--- config.mk ---
export PLATFORM = sky130hd
export DESIGN_NAME = umi_apb_top
export DESIGN_NICKNAME = d
export VERILOG_FILES = /design/src/rtl/umi_apb_pkg.sv /design/src/rtl/apb_regfile.sv /design/src/rtl/umi2apb.sv /design/src/rtl/umi_apb_top.sv /design/src/rtl/umi_host_arbiter.sv
export SDC_FILE = /design/constraint.sdc
export NUM_CORES = 2
export LEC_CHECK = 0
export BUFFER_PORTS_ARGS = -buffer_cell sky130_fd_sc_hd__buf_4
export CAP_MARGIN = 40
export CORE_MARGIN = 2
export CORE_UTILIZATION = 30
export CTS_BUF_LIST = sky130_fd_sc_hd__clkbuf_4 sky130_fd_sc_hd__clkbuf_8 sky130_fd_sc_hd__clkbuf_16
export CTS_CLUSTER_DIAMETER = 80
export DETAILED_ROUTE_END_ITERATION = 10
export GPL_TIMING_DRIVEN = 0
export PLACE_DENSITY = 0.44
export SYNTH_ARGS = -nofsm -noshare
export SYNTH_HDL_FRONTEND = slang
export SYNTH_SLANG_ARGS = --single-unit
--- constraint.sdc ---
create_clock -name clk -period 7.1 [get_ports clk]
set_input_delay 0.355 -clock clk [delete_from_list [all_inputs] [get_ports clk]]
set_output_delay 0.355 -clock clk [all_outputs]
set_load 0.1 [all_outputs]
--- src/rtl/umi_apb_pkg.sv ---
//##########################################################################
// Common types, opcodes and address map of the UMI to APB register block
// Pulled into each RTL module with a wildcard import in the module header
//##########################################################################

package umi_apb_pkg;

   //#######################################################################
   // Widths
   //#######################################################################

   localparam int ADDR_W   = 64;               // UMI address
   localparam int DATA_W   = 64;               // UMI data and APB register
   localparam int PADDR_W  = 16;               // APB address
   localparam int STRB_W   = DATA_W / 8;       // One strobe bit per byte
   localparam int WORD_OFS = $clog2(STRB_W);   // Byte offset bits in paddr

   //#######################################################################
   // Address map and error codes
   //#######################################################################

   localparam int         GRP_OFFSET = 24;       // Group field position in dstaddr
   localparam int         GRP_AW     = 8;        // Group field width, 0 disables
   localparam logic [7:0] GRP_ID     = 8'h5A;    // Group this block answers to
   localparam int         REG_COUNT  = 16;       // Registers in the file
   localparam int         REG_IDX_W  = $clog2(REG_COUNT);

   localparam logic [1:0] ERR_OK  = 2'b00;       // Normal completion
   localparam logic [1:0] ERR_SLV = 2'b10;       // APB slave error

   //#######################################################################
   // Vector types
   //#######################################################################

   typedef logic [ADDR_W-1:0]    addr_t;
   typedef logic [DATA_W-1:0]    data_t;
   typedef logic [PADDR_W-1:0]   paddr_t;
   typedef logic [STRB_W-1:0]    strb_t;
   typedef logic [REG_IDX_W-1:0] reg_idx_t;

   //#######################################################################
   // UMI opcodes in use
   //#######################################################################

   typedef enum logic [4:0] {
      UMI_REQ_READ   = 5'h01,   // Read, returns data
      UMI_RESP_READ  = 5'h02,
      UMI_REQ_WRITE  = 5'h03,   // Acknowledged write
      UMI_RESP_WRITE = 5'h04,
      UMI_REQ_POSTED = 5'h05,   // Write without response
      UMI_REQ_RDMA   = 5'h07,   // Not mapped to APB
      UMI_REQ_ATOMIC = 5'h09    // Not mapped to APB
   } umi_opcode_e;

   // Simplified 32-bit command word, opcode in the top bits
   typedef struct packed {
      logic [4:0] opcode;       // Compared against umi_opcode_e
      logic [2:0] size;
      logic [7:0] len;
      logic [3:0] qos;
      logic [1:0] prot;         // Forwarded to pprot[1:0]
      logic       eom;
      logic       eof;
      logic       ex;
      logic [1:0] user;
      logic [1:0] err;          // ERR_SLV on APB error
      logic [2:0] hostid;       // Bit 0 picks the host port
   } umi_cmd_t;

   // Request and response packet, 224 bits
   typedef struct packed {
      umi_cmd_t cmd;
      addr_t    dstaddr;
      addr_t    srcaddr;
      data_t    data;
   } umi_pkt_t;

endpackage

--- src/rtl/apb_regfile.sv ---
`timescale 1ns/1ps
//##########################################################################
// APB completer with sixteen 64-bit registers
// Even indexes complete in the first access cycle, odd ones wait one more
// Addresses past the last register return a slave error
//##########################################################################

module apb_regfile import umi_apb_pkg::*; (
   input  logic   clk,           // Core clock
   input  logic   nreset,        // Async active low reset
   input  logic   psel,
   input  logic   penable,
   input  logic   pwrite,
   input  paddr_t paddr,
   input  data_t  pwdata,
   input  strb_t  pstrb,         // Byte enables
   output logic   pready,
   output data_t  prdata,
   output logic   pslverr
);

   data_t    regs [REG_COUNT];   // Register storage
   reg_idx_t idx;                // Word index from paddr
   logic     in_range;           // Address hits a register
   logic     access;             // Access phase of a transfer
   logic     wait_cnt;           // Wait state already spent

   //#######################################################################
   // Decode
   //#######################################################################

   assign idx      = paddr[WORD_OFS +: REG_IDX_W];                 // Bits 6:3
   assign in_range = (paddr < paddr_t'(REG_COUNT * STRB_W));
   assign access   = psel & penable;

   //#######################################################################
   // Wait states
   //#######################################################################

   // Odd index needs one extra access cycle
   assign pready = access & (~idx[0] | wait_cnt);

   always_ff @(posedge clk or negedge nreset) begin
      if (!nreset) begin
         wait_cnt <= 1'b0;
      end else begin
         wait_cnt <= access & ~pready;             // Clears on completion
      end
   end

   //#######################################################################
   // Read and write
   //#######################################################################

   assign prdata  = in_range ? regs[idx] : '0;     // Zero outside the map
   assign pslverr = pready & ~in_range;

   always_ff @(posedge clk or negedge nreset) begin
      if (!nreset) begin
         for (int i = 0; i < REG_COUNT; i++) begin
            regs[i] <= '0;
         end
      end else if (pready && pwrite && in_range) begin
         for (int b = 0; b < STRB_W; b++) begin
            if (pstrb[b]) begin
               regs[idx][b*8 +: 8] <= pwdata[b*8 +: 8];   // Per byte lane
            end
         end
      end
   end

   //#######################################################################
   // Checks
   //#######################################################################

   // Completion follows a selected cycle at the same address
   a_pready_access : assert property (@(posedge clk) disable iff (!nreset)
      pready |-> $past(psel) && $stable(paddr));

endmodule

--- src/rtl/umi2apb.sv ---
`timescale 1ns/1ps
//##########################################################################
// Bridge from a UMI request port to an APB requester
// One APB transfer per request and at most one request every two cycles
// Reads and writes get a UMI response while posted writes complete silently
//##########################################################################

module umi2apb import umi_apb_pkg::*; (
   input  logic       clk,           // Core clock, also the APB clock
   input  logic       nreset,        // Async active low reset
   // UMI request
   input  umi_pkt_t   req,
   input  logic       req_valid,
   output logic       req_ready,
   // UMI response
   output umi_pkt_t   resp,
   output logic       resp_valid,
   input  logic       resp_ready,
   // APB requester
   output logic       psel,
   output logic       penable,
   output logic       pwrite,        // 1 for write and posted write
   output paddr_t     paddr,
   output data_t      pwdata,
   output strb_t      pstrb,
   output logic [2:0] pprot,
   input  logic       pready,
   input  logic       pslverr,
   input  data_t      prdata
);

   umi_pkt_t   req_r;        // Request held through the access phase
   umi_cmd_t   cmd_cur;      // Command driving APB this cycle
   umi_cmd_t   resp_cmd;     // Response command under construction
   logic       group_match;  // dstaddr is in our group
   logic       live_rw;      // Live opcode maps to an APB transfer
   logic       start;        // Setup phase this cycle
   logic       done;         // Access phase completes this cycle
   logic [1:0] err_r;        // Error code for the response
   data_t      prdata_r;     // Read data for the response

   //#######################################################################
   // Request decode
   //#######################################################################

   generate
      if (GRP_AW != 0) begin : g_grp
         assign group_match = (req.dstaddr[GRP_OFFSET +: GRP_AW] == GRP_ID[GRP_AW-1:0]);
      end else begin : g_nogrp
         assign group_match = 1'b1;       // Group check disabled
      end
   endgenerate

   always_comb begin
      live_rw = 1'b0;
      case (req.cmd.opcode)
         UMI_REQ_READ, UMI_REQ_WRITE, UMI_REQ_POSTED: live_rw = 1'b1;
         UMI_REQ_RDMA, UMI_REQ_ATOMIC:                live_rw = 1'b0;  // Dropped
         default:                                     live_rw = 1'b0;
      endcase
   end

   // Closed during access and while a response waits
   assign req_ready = ~penable & ~resp_valid;

   // Dropped requests still handshake but start no transfer
   assign start = req_valid & req_ready & group_match & live_rw;

   always_ff @(posedge clk) begin
      if (start) begin
         req_r <= req;
      end
   end

   //#######################################################################
   // APB mapping
   //#######################################################################

   assign cmd_cur = start ? req.cmd : req_r.cmd;   // Live in setup and held after

   assign psel    = start | penable;
   assign pwrite  = (cmd_cur.opcode == UMI_REQ_WRITE) | (cmd_cur.opcode == UMI_REQ_POSTED);
   assign paddr   = start ? req.dstaddr[PADDR_W-1:0] : req_r.dstaddr[PADDR_W-1:0];
   assign pwdata  = start ? req.data : req_r.data;
   assign pstrb   = '1;                            // Full word writes only
   assign pprot   = {1'b0, cmd_cur.prot};

   assign done = penable & pready;

   always_ff @(posedge clk or negedge nreset) begin
      if (!nreset) begin
         penable <= 1'b0;
      end else if (start) begin
         penable <= 1'b1;                          // Access from next cycle
      end else if (done) begin
         penable <= 1'b0;
      end
   end

   //#######################################################################
   // UMI response
   //#######################################################################

   always_ff @(posedge clk or negedge nreset) begin
      if (!nreset) begin
         resp_valid <= 1'b0;
      end else if (done && req_r.cmd.opcode != UMI_REQ_POSTED) begin
         resp_valid <= 1'b1;
      end else if (resp_ready) begin
         resp_valid <= 1'b0;                       // Handshake taken
      end
   end

   always_ff @(posedge clk) begin
      if (done) begin
         prdata_r <= prdata;
         err_r    <= pslverr ? ERR_SLV : ERR_OK;
      end
   end

   always_comb begin
      resp_cmd        = req_r.cmd;                 // Keep size, len, hostid etc
      resp_cmd.opcode = (req_r.cmd.opcode == UMI_REQ_READ) ? UMI_RESP_READ : UMI_RESP_WRITE;
      resp_cmd.err    = err_r;
      resp.cmd        = resp_cmd;
      resp.dstaddr    = req_r.srcaddr;             // Back to the requester
      resp.srcaddr    = req_r.dstaddr;
      resp.data       = prdata_r;
   end

   //#######################################################################
   // Checks
   //#######################################################################

   // Every setup phase moves on to an access phase
   a_setup_access : assert property (@(posedge clk) disable iff (!nreset)
      psel && !penable |=> psel && penable);

   // Address holds from setup until the completing access cycle
   a_paddr_stable : assert property (@(posedge clk) disable iff (!nreset)
      psel && !done |=> $stable(paddr));

   // Back-pressure keeps the response intact
   a_resp_hold : assert property (@(posedge clk) disable iff (!nreset)
      resp_valid && !resp_ready |=> resp_valid && $stable(resp));

endmodule

--- src/rtl/umi_apb_top.sv ---
`timescale 1ns/1ps
//##########################################################################
// Register subsystem top with two UMI host ports
// Arbiter, UMI to APB bridge and APB register file on one clock
//##########################################################################

module umi_apb_top import umi_apb_pkg::*; (
   input  logic     clk,                // Core clock
   input  logic     nreset,             // Async active low reset
   // Host 0
   input  umi_pkt_t h0_req,
   input  logic     h0_req_valid,
   output logic     h0_req_ready,
   output umi_pkt_t h0_resp,
   output logic     h0_resp_valid,
   input  logic     h0_resp_ready,
   // Host 1
   input  umi_pkt_t h1_req,
   input  logic     h1_req_valid,
   output logic     h1_req_ready,
   output umi_pkt_t h1_resp,
   output logic     h1_resp_valid,
   input  logic     h1_resp_ready
);

   umi_pkt_t   bridge_req;              // Arbiter to bridge
   logic       bridge_req_valid;
   logic       bridge_req_ready;
   umi_pkt_t   bridge_resp;             // Bridge to arbiter
   logic       bridge_resp_valid;
   logic       bridge_resp_ready;

   logic       psel;                    // APB bus
   logic       penable;
   logic       pwrite;
   paddr_t     paddr;
   data_t      pwdata;
   strb_t      pstrb;
   logic       pready;
   logic       pslverr;
   data_t      prdata;

   umi_host_arbiter arbiter_i (.*);

   umi2apb bridge_i (
      .clk        (clk),
      .nreset     (nreset),
      .req        (bridge_req),
      .req_valid  (bridge_req_valid),
      .req_ready  (bridge_req_ready),
      .resp       (bridge_resp),
      .resp_valid (bridge_resp_valid),
      .resp_ready (bridge_resp_ready),
      .psel, .penable, .pwrite, .paddr, .pwdata, .pstrb,
      .pprot      (),                   // Register file has no protection input
      .pready, .pslverr, .prdata
   );

   apb_regfile regfile_i (
      .clk, .nreset, .psel, .penable, .pwrite, .paddr, .pwdata, .pstrb,
      .pready, .prdata, .pslverr
   );

endmodule

--- src/rtl/umi_host_arbiter.sv ---
`timescale 1ns/1ps
//##########################################################################
// Two-host round-robin arbiter in front of the UMI to APB bridge
// Requests are muxed onto the bridge and responses steered back by hostid
//##########################################################################

module umi_host_arbiter import umi_apb_pkg::*; (
   input  logic     clk,                // Core clock
   input  logic     nreset,             // Async active low reset
   // Host 0 request
   input  umi_pkt_t h0_req,
   input  logic     h0_req_valid,
   output logic     h0_req_ready,
   // Host 1 request
   input  umi_pkt_t h1_req,
   input  logic     h1_req_valid,
   output logic     h1_req_ready,
   // Host 0 response
   output umi_pkt_t h0_resp,
   output logic     h0_resp_valid,
   input  logic     h0_resp_ready,
   // Host 1 response
   output umi_pkt_t h1_resp,
   output logic     h1_resp_valid,
   input  logic     h1_resp_ready,
   // Bridge side
   output umi_pkt_t bridge_req,
   output logic     bridge_req_valid,
   input  logic     bridge_req_ready,
   input  umi_pkt_t bridge_resp,
   input  logic     bridge_resp_valid,
   output logic     bridge_resp_ready
);

   logic turn;       // Host with priority, 0 after reset
   logic gnt1;       // Host 1 owns the bridge request
   logic resp_h1;    // Response goes to host 1

   //#######################################################################
   // Request side
   //#######################################################################

   // Host 1 wins on its turn or when host 0 is idle
   assign gnt1 = h1_req_valid & (turn | ~h0_req_valid);

   assign bridge_req       = gnt1 ? h1_req : h0_req;
   assign bridge_req_valid = gnt1 ? h1_req_valid : h0_req_valid;

   assign h0_req_ready = bridge_req_ready & ~gnt1;   // Only the granted host
   assign h1_req_ready = bridge_req_ready & gnt1;    // sees ready

   // Pointer moves past whoever was just served
   always_ff @(posedge clk or negedge nreset) begin
      if (!nreset) begin
         turn <= 1'b0;
      end else if (bridge_req_valid && bridge_req_ready) begin
         turn <= ~gnt1;
      end
   end

   //#######################################################################
   // Response side
   //#######################################################################

   assign resp_h1 = bridge_resp.cmd.hostid[0];

   assign h0_resp = bridge_resp;                      // Shared payload
   assign h1_resp = bridge_resp;

   assign h0_resp_valid = bridge_resp_valid & ~resp_h1;
   assign h1_resp_valid = bridge_resp_valid & resp_h1;

   assign bridge_resp_ready = resp_h1 ? h1_resp_ready : h0_resp_ready;

   //#######################################################################
   // Checks
   //#######################################################################

   // A waiting host is not passed over twice in a row
   a_fair_h0 : assert property (@(posedge clk) disable iff (!nreset)
      h0_req_valid && h0_req_ready && h1_req_valid |=> !h0_req_ready);
   a_fair_h1 : assert property (@(posedge clk) disable iff (!nreset)
      h1_req_valid && h1_req_ready && h0_req_valid |=> !h1_req_ready);

endmodule

---- Word-level counts from Yosys, hierarchy flattened ----
Cells that the tools add are included.
storage, ports and cells
  register bits ........................... 1318
  bits of input ports ..................... 454
  output and inout bits ................... 452
cells by class
  order comparisons ....................... 3
  equal/unequal tests ..................... 8
  mux-type cells .......................... 47
  bitwise logic cells ..................... 27
  reduce and logical (&&, ||, !) cells .... 8
operator list
  operator                                                      count
  bitwise mux 1024 bit                                          8
  two-way mux 1024 bit                                          7
  demux 64 bit (select 4 bit)                                   8
  binary-select mux 64 bit (select 4 bit)                       1
  two-way mux 64 bit                                            4
  two-way mux 224 bit                                           1
  two-way mux 32 bit                                            2
  two-way mux 56 bit                                            1
  two-way mux 48 bit                                            1
  two-way mux 40 bit                                            1
  two-way mux 16 bit                                            2
  two-way mux 24 bit                                            1
  less-than comparator 16 x 8 -> 1 bit (second input constant)  1
  AND 1 bit                                                     14
  == test 5 x 1 -> 1 bit (second input constant)                2
  == test 5 x 2 -> 1 bit (second input constant)                2
  == test 5 x 3 -> 1 bit (second input constant)                2
  == test 8 x 7 -> 1 bit (second input constant)                1
  two-way mux 8 bit                                             1
  inverter 1 bit                                                8
  two-way mux 1 bit                                             7
  >= comparator 5 bit (second input constant)                   1
  logical AND 1 bit                                             5
  less-than comparator 5 x 1 -> 1 bit (second input constant)   1
  other kinds (7)                                               11

---- Longest topological paths before layout ----
  depth after elaboration ................. 29
  depth in mapped cells ................... 13

---- Hierarchy ----
Synthesis repeated with hierarchy kept, for this count alone.
unflattened totals
  cell total of the unflattened synthesis .. 4249
  area total of the unflattened synthesis .. 65226.3 um^2
by module, submodules not included
  module            instances  cells an instance  area each (um^2)  seq. area each (um^2)
  apb_regfile       1          2972               47302.9           25649.6
  umi2apb           1          569                11135.7           8668.3
  umi_host_arbiter  1          708                6787.8            25.0

---- Least setup slack after synthesis ----
OpenSTA, ideal clock, no wires.
  path type ............................... input port to flip-flop
  start ................................... input h1_req_valid
  end ..................................... register regfile_i.regs[182] (netlist name)
  library setup time ...................... 0.128 ns
  arrival time ............................ 5.351 ns
  required time ........................... 6.972 ns
  path slack .............................. 1.622 ns
  stages .................................. 11
  path buffers ............................ 4
  cell sequence ........................... buf_2 -> inv_1 -> o32ai_1 -> o211a_4 -> nand2_4 -> inv_2 -> buf_4 -> buf_2 -> mux2_2 -> clkbuf_1 -> mux2_1
on the way
  cells in the longest elaborated chain, start to end .. 24
  elaborated cells on any way between the ends .. 54
  classes of those cells .................. order compare: 3; eq/ne: 6; mux: 30; bitwise: 11; reduce/logical: 4
ends and longest elaborated chain
  item                                                  RTL line                text
  from (decl)                                           umi_apb_top.sv:19       input logic h1_req_valid,
  AND 1 bit                                             umi_host_arbiter.sv:44  assign gnt1 = h1_req_valid & (turn | ~h0_req_valid);
  two-way mux 224 bit                                   umi_host_arbiter.sv:46  assign bridge_req = gnt1 ? h1_req : h0_req;
  == test 5 x 1 -> 1 bit, or another cell as far along  umi2apb.sv:56           case (req.cmd.opcode)
  OR reduction 3 bit                                    umi2apb.sv:56
  two-way mux 1 bit                                     umi2apb.sv:56
  AND 1 bit *                                           umi2apb.sv:67           assign start = req_valid & req_ready & group_match & live_rw;
  net bridge_i.start                                    umi2apb.sv:37           logic start;
  two-way mux 16 bit                                    umi2apb.sv:83           assign paddr = start ? req.dstaddr[PADDR_W-1:0] : req_r.dstaddr[PADDR_W-1:0];
  (+9 left out)                                         --
  two-way mux 1024 bit                                  apb_regfile.sv:63       end else if (pready && pwrite && in_range) begin
  bitwise mux 1024 bit                                  apb_regfile.sv:66       regs[idx][b*8 +: 8] <= pwdata[b*8 +: 8];
  two-way mux 1024 bit                                  apb_regfile.sv:63
  bitwise mux 1024 bit                                  apb_regfile.sv:66
  two-way mux 1024 bit                                  apb_regfile.sv:63
  bitwise mux 1024 bit                                  apb_regfile.sv:66
  two-way mux 1024 bit                                  apb_regfile.sv:63
  bitwise mux 1024 bit                                  apb_regfile.sv:66
  to (signal, indexed assignment)                       apb_regfile.sv:66
  to (decl)                                             apb_regfile.sv:22       data_t regs [REG_COUNT];
The timed path passes the listed nets; every way through them passes the cells marked *. The select of a mux whose other input is x is not followed.
A chain may end at the register's enable or synchronous reset.

---- Worst setup path in the final report ----
  start ................................... register arbiter_i.turn
  end ..................................... register regfile_i.regs[699] (netlist name)
on the way
  cells in the longest elaborated chain, start to end .. 25
  elaborated cells on any way between the ends .. 55
  classes of those cells .................. order compare: 3; eq/ne: 6; mux: 30; bitwise: 12; reduce/logical: 4
ends and longest elaborated chain
  item                                                  RTL line                text
  from (decl)                                           umi_host_arbiter.sv:35  logic turn;
  from (signal assigned)                                umi_host_arbiter.sv:57  turn <= ~gnt1;
  bitwise OR 1 bit *                                    umi_host_arbiter.sv:44
  AND 1 bit *                                           umi_host_arbiter.sv:44
  two-way mux 224 bit                                   umi_host_arbiter.sv:46
  == test 5 x 1 -> 1 bit, or another cell as far along  umi2apb.sv:56
  OR reduction 3 bit                                    umi2apb.sv:56
  two-way mux 1 bit                                     umi2apb.sv:56
  AND 1 bit *                                           umi2apb.sv:67
  net bridge_i.start                                    umi2apb.sv:37
  (+10 left out)                                        --
  two-way mux 1024 bit                                  apb_regfile.sv:63
  bitwise mux 1024 bit                                  apb_regfile.sv:66
  two-way mux 1024 bit                                  apb_regfile.sv:63
  bitwise mux 1024 bit                                  apb_regfile.sv:66
  two-way mux 1024 bit                                  apb_regfile.sv:63
  bitwise mux 1024 bit                                  apb_regfile.sv:66
  two-way mux 1024 bit                                  apb_regfile.sv:63
  bitwise mux 1024 bit                                  apb_regfile.sv:66
Marked as above.

==> results.txt <==
The flow ran to the end, and the final reports show no timing, DRC or antenna violations. The via total after detailed routing is 51700. The final-report setup violation count is 0. The boundary pin count came out at 906. Across the VDD grid, the largest voltage drop is 0.000211 V. The worst setup path is captured at a flop. The total number of placement rows came out at 171. The initial antenna violation count is 46.

The count of flip-flops with a built-in enable after synthesis is 287. The number of stages on the worst hold path is 3. The average footprint of a synthesized cell is 11.4 um2. The floorplan step defined a die boundary enclosing 221000 um2. The internal power of the cells totals 13.5 mW. At the worst endpoint, the arrival time is 6.23 ns.

The maximum number of pins on one net before global-route repair came out at 166. The final hold violation count came out at 0. The number of distinct library cell variants in the gate-level netlist after synthesis came out at 64. In this run the critical register-to-register path is captured at regfile_i.regs[699]. The violation count after the first detailed-routing iteration came out at 3875. The worst register-to-register path begins at arbiter_i.turn. After detailed routing, the average wire length per cell comes to 28.8 um. After synthesis the netlist holds a flip-flop and latch count of 1315. The pin slew with the least headroom to its limit came out at 1.04 ns. The sequential group share of total power came out at 44.2%. The number of max-cap violations is 0. The fraction of power spent switching nets is 23.2%.

During placement, the flow inserted port buffers numbering 892. The path with the worst hold slack has its endpoint at bridge_i.resp[68]. The register area share after synthesis is 52.7%. The worst hold path class is in -> reg. The peak clock frequency supported by timing came out at 181 MHz. The prevailing post-synth register cell is dfrtp_1.

The worst clock skew is 0.0251 ns. The worst-skew pair later-pin latency came out at 0.82 ns. The kind of cell with the highest combined delay on the critical path is buffers and inverters.

The clock sink count came out at 1315. The area growth from synthesis to layout is 32.5%. The worst-case clock buffer depth is 3. Of all cell types, the one taking the most synthesized area is dfrtp_1. The clock share of power came out at 49.4%.

After layout, the worst path uses 78.0% of the clock period. For this run, asynchronously set or reset flops after synthesis account for 78.2%. After detailed routing, the number of vias per cell comes to 5.04.

The signal on the critical path passes through nor2b_1 -> nor2_1 -> o22ai_2 -> nand2_4 -> inv_2 -> buf_4 -> buf_8 -> buf_16 -> buf_16 -> mux2_2 -> clkbuf_1 -> mux2_1. The share of cells above drive strength 1 came out at 31.5%. The fraction of synthesized cell area taken by the top area cell type is 39.5%.

Combinational logic burns 6.4% of the power. In this run, CTS created clock tree buffers numbering 164. The post-cts repair resize count came out at 0. The net switching power is 4.05 mW. STA classifies the critical path startpoint as a flop. The number of iterations in the first detailed-routing pass is 6.

With fillers left out, the area of the finished cells amounts to 86300 um2. The total routing resource utilization after global routing came out at 26.0%. Ranked by total cell area, the synthesized netlist is headed by dfrtp_1, edfxtp_1, mux2_1, mux2_2, nand2_1.

The number of nets with antenna violations after routing came out at 0. The number of nets in the layout is 7710. The required time reported for the critical path endpoint is 7.79 ns. The storage element area came out at 34300 um2.

The number of instances in the placed design came out at 9503. The worst slew slack as a fraction of its limit is 30.4%. The global placement routability congestion came out at 0.986.

The number of pins exceeding their max-slew limit in the final report is 0. The number of buffers and inverters on the critical path is 6. In this run the standard cell core region covers 217000 um2.

The via count of the first global-routing pass is 52100. The half-perimeter wire length of the detailed placement result is 224 mm. Once layout is complete, the utilization of the core stands at 39.9%. Leaving out filler cells and counting taps, the final layout contains 10300. Counting stages on the worst path, the most repeated cell is buf_16.

The biggest fanout along the worst timing path is 102. The power density over the cells came out at 203 nW/um2. TritonCTS built the clock tree. The wire length of the first global-routing pass is 410 mm. By startpoint and endpoint, the worst setup path is classified as reg -> reg.

Setup repair after global routing left no endpoint under its margin. The cell leakage power came out at 41.4 nW. The instance area after placement is 76300 um2.

The sum of overflow across all layers after global routing came out at 0. The clock transition at the registers of the reported paths is 0.06 ns. The tree is rooted in a clkbuf_16. In this run the most critical hold path is launched from h1_req[132].

The CTS H-tree depth is 4. The number of filler instances in the final layout is 21100. After detailed routing, the total wire length is 296 mm. In the routed design, unresolved DRC markers number 0.

The worst hold slack is 0.0502 ns. The Yosys warning count is 0. The worst path in the final design needs a cycle of 5.54 ns, including I/O delays and setup. The cell count after synthesis is 5701. The depth of the worst register-to-register path is 12. Power comes to 17.5 mW.

The post-CTS setup repair buffer count is 0. From bottom edge to top edge, the die measures 470 um. For flop-to-flop paths, the worst setup slack is 1.56 ns. The slowest stage of the critical path is the buf_8 cell.

The area of the multi-input gates is 25700 um2. The effective utilization at floorplan came out at 30.1%. The peak per-stage delay on the critical path is 0.52 ns. The synthesized area came out at 65100 um2. The die width is 470 um.
==> routing by layer <==
| layer | vias to the layer above | wire, um | global-route usage (%) |
|---|---|---|---|
| met5 | - | 68 | 0 |
| met4 | 10 | 14000 | 11.6 |
| met3 | 427 | 16800 | 4.80 |
| met2 | 1714 | 138000 | 42.3 |
| met1 | 26600 | 127000 | 33.7 |
| li1 | 22900 | - | - |
==> flip-flops by register name, indices dropped and copies added, names as in the netlist <==
name	count
bridge_i.err_r	1
bridge_i.resp_valid	1
arbiter_i.turn	1
bridge_i.req_r	69
bridge_i.resp	153
bridge_i.penable	1
regfile_i.wait_cnt	1
regfile_i.regs	1024
bridge_i.prdata_r	64
==> synth_stat cells, types with 4 or more instances <==
cell type and instances:
mux2i_1 67, a22oi_1 64, a211oi_1 64, a21oi_1 5, buf_2 117, nor2_4 8
nand2_1 1180, nor2_1 76, nand4_1 4, or3_1 5, a32oi_1 64, and3_1 130
buf_1 41, o2111ai_1 65, edfxtp_1 287, a32o_1 64, o21ai_1 4, nand3_1 198
mux2_2 469, mux2_1 684, o211ai_1 64, o41ai_2 51, o21ai_0 131, nor4_1 5
clkbuf_1 273, dfrtp_1 1028, buf_4 410, o41ai_1 13, inv_1 73, nor3_1 8
nand2_2 10
==> through the flow <==
| stage | setup TNS [ns] | setup slack [ns] |
|---|---|---|
| finish | 0 | 1.56 |
| global route | 0 | 1.40 |
| CTS | 0 | 1.64 |
| detailed placement | 0 | 1.51 |
| global placement | -7746.29 | -7.36 |
| floorplan | 0 | 1.62 |
==> what timing repair did <==
action | CTS | global route
hold endpoints to repair | 372 | 0
endpoints found under the setup margin | 0 | 0
hold buffers | 441 | 0
==> worst register-to-register path: cells and delay by family, from the launching register on <==
kind,cells,cell delay [ns]
DFF,1,0.40
buffers and inverters,6,2.75
muxes,2,1.01
AOI/OAI and AO/OA,1,0.49
and+or+nand+nor,3,0.79
==> cell families after synthesis <==
kind of cell / count (synthesis) / synth area share, %
compound gates: 606 / 7.73
mux: 1221 / 21.0
buf+inv: 916 / 7.88
simple gates: 1641 / 10.7
flops: 1315 / 52.7
xor+xnor: 1 / 0.0134
other cells: 1 / 0.00576
==> cells in the final DEF (no fill, tap or decap), types with 65 or more instances in the layout <==
cell	Yosys	final
and3_1	130	130
buf_2	117	118
buf_4	410	1302
clkbuf_1	273	265
clkbuf_16	0	177
dfrtp_1	1028	1028
dlygate4sd3_1	0	441
edfxtp_1	287	287
inv_1	73	73
mux2_1	684	684
mux2_2	469	469
mux2i_1	67	67
nand2_1	1180	1180
nand3_1	198	198
nor2_1	76	76
o2111ai_1	65	65
o21ai_0	131	131
==> area by class of cell <==
cell class	instances	share of cell area, %
timing repair buffer	1382	13.8
antenna	15	0.0435
inverter	74	0.322
clock inverter	42	0.419
tap	2854	4.14
multi-input combinational	3477	29.8
clock buffer	254	6.03
sequential	1315	39.8
buffer	842	5.65
==> worst max path at each step <==
| stage | endpoint | cells after the start | startpoint |
|---|---|---|---|
| floorplan | regfile_i.regs[182] | 11 | h1_req_valid |
| global placement | regfile_i.regs[1017] | 1 | nreset |
| detailed placement | regfile_i.regs[184] | 12 | h1_req[154] |
| CTS | regfile_i.regs[184] | 13 | arbiter_i.turn |
| global route | regfile_i.regs[312] | 13 | arbiter_i.turn |
| finish | regfile_i.regs[699] | 12 | arbiter_i.turn |
==> power by group through the flow <==
stage	clock [mW]	sequential, mW	combinational (mW)
6_report	8.65	7.74	1.12
5_1_grt	9.15	7.74	1.20
3_3_place_gp	0	7.89	0.777
2_1_floorplan	0	7.88	0.253
3_5_place_dp	0	7.88	0.806
4_1_cts	8.86	7.74	1.12
No activity file was read; power rests on OpenSTA's default activity.
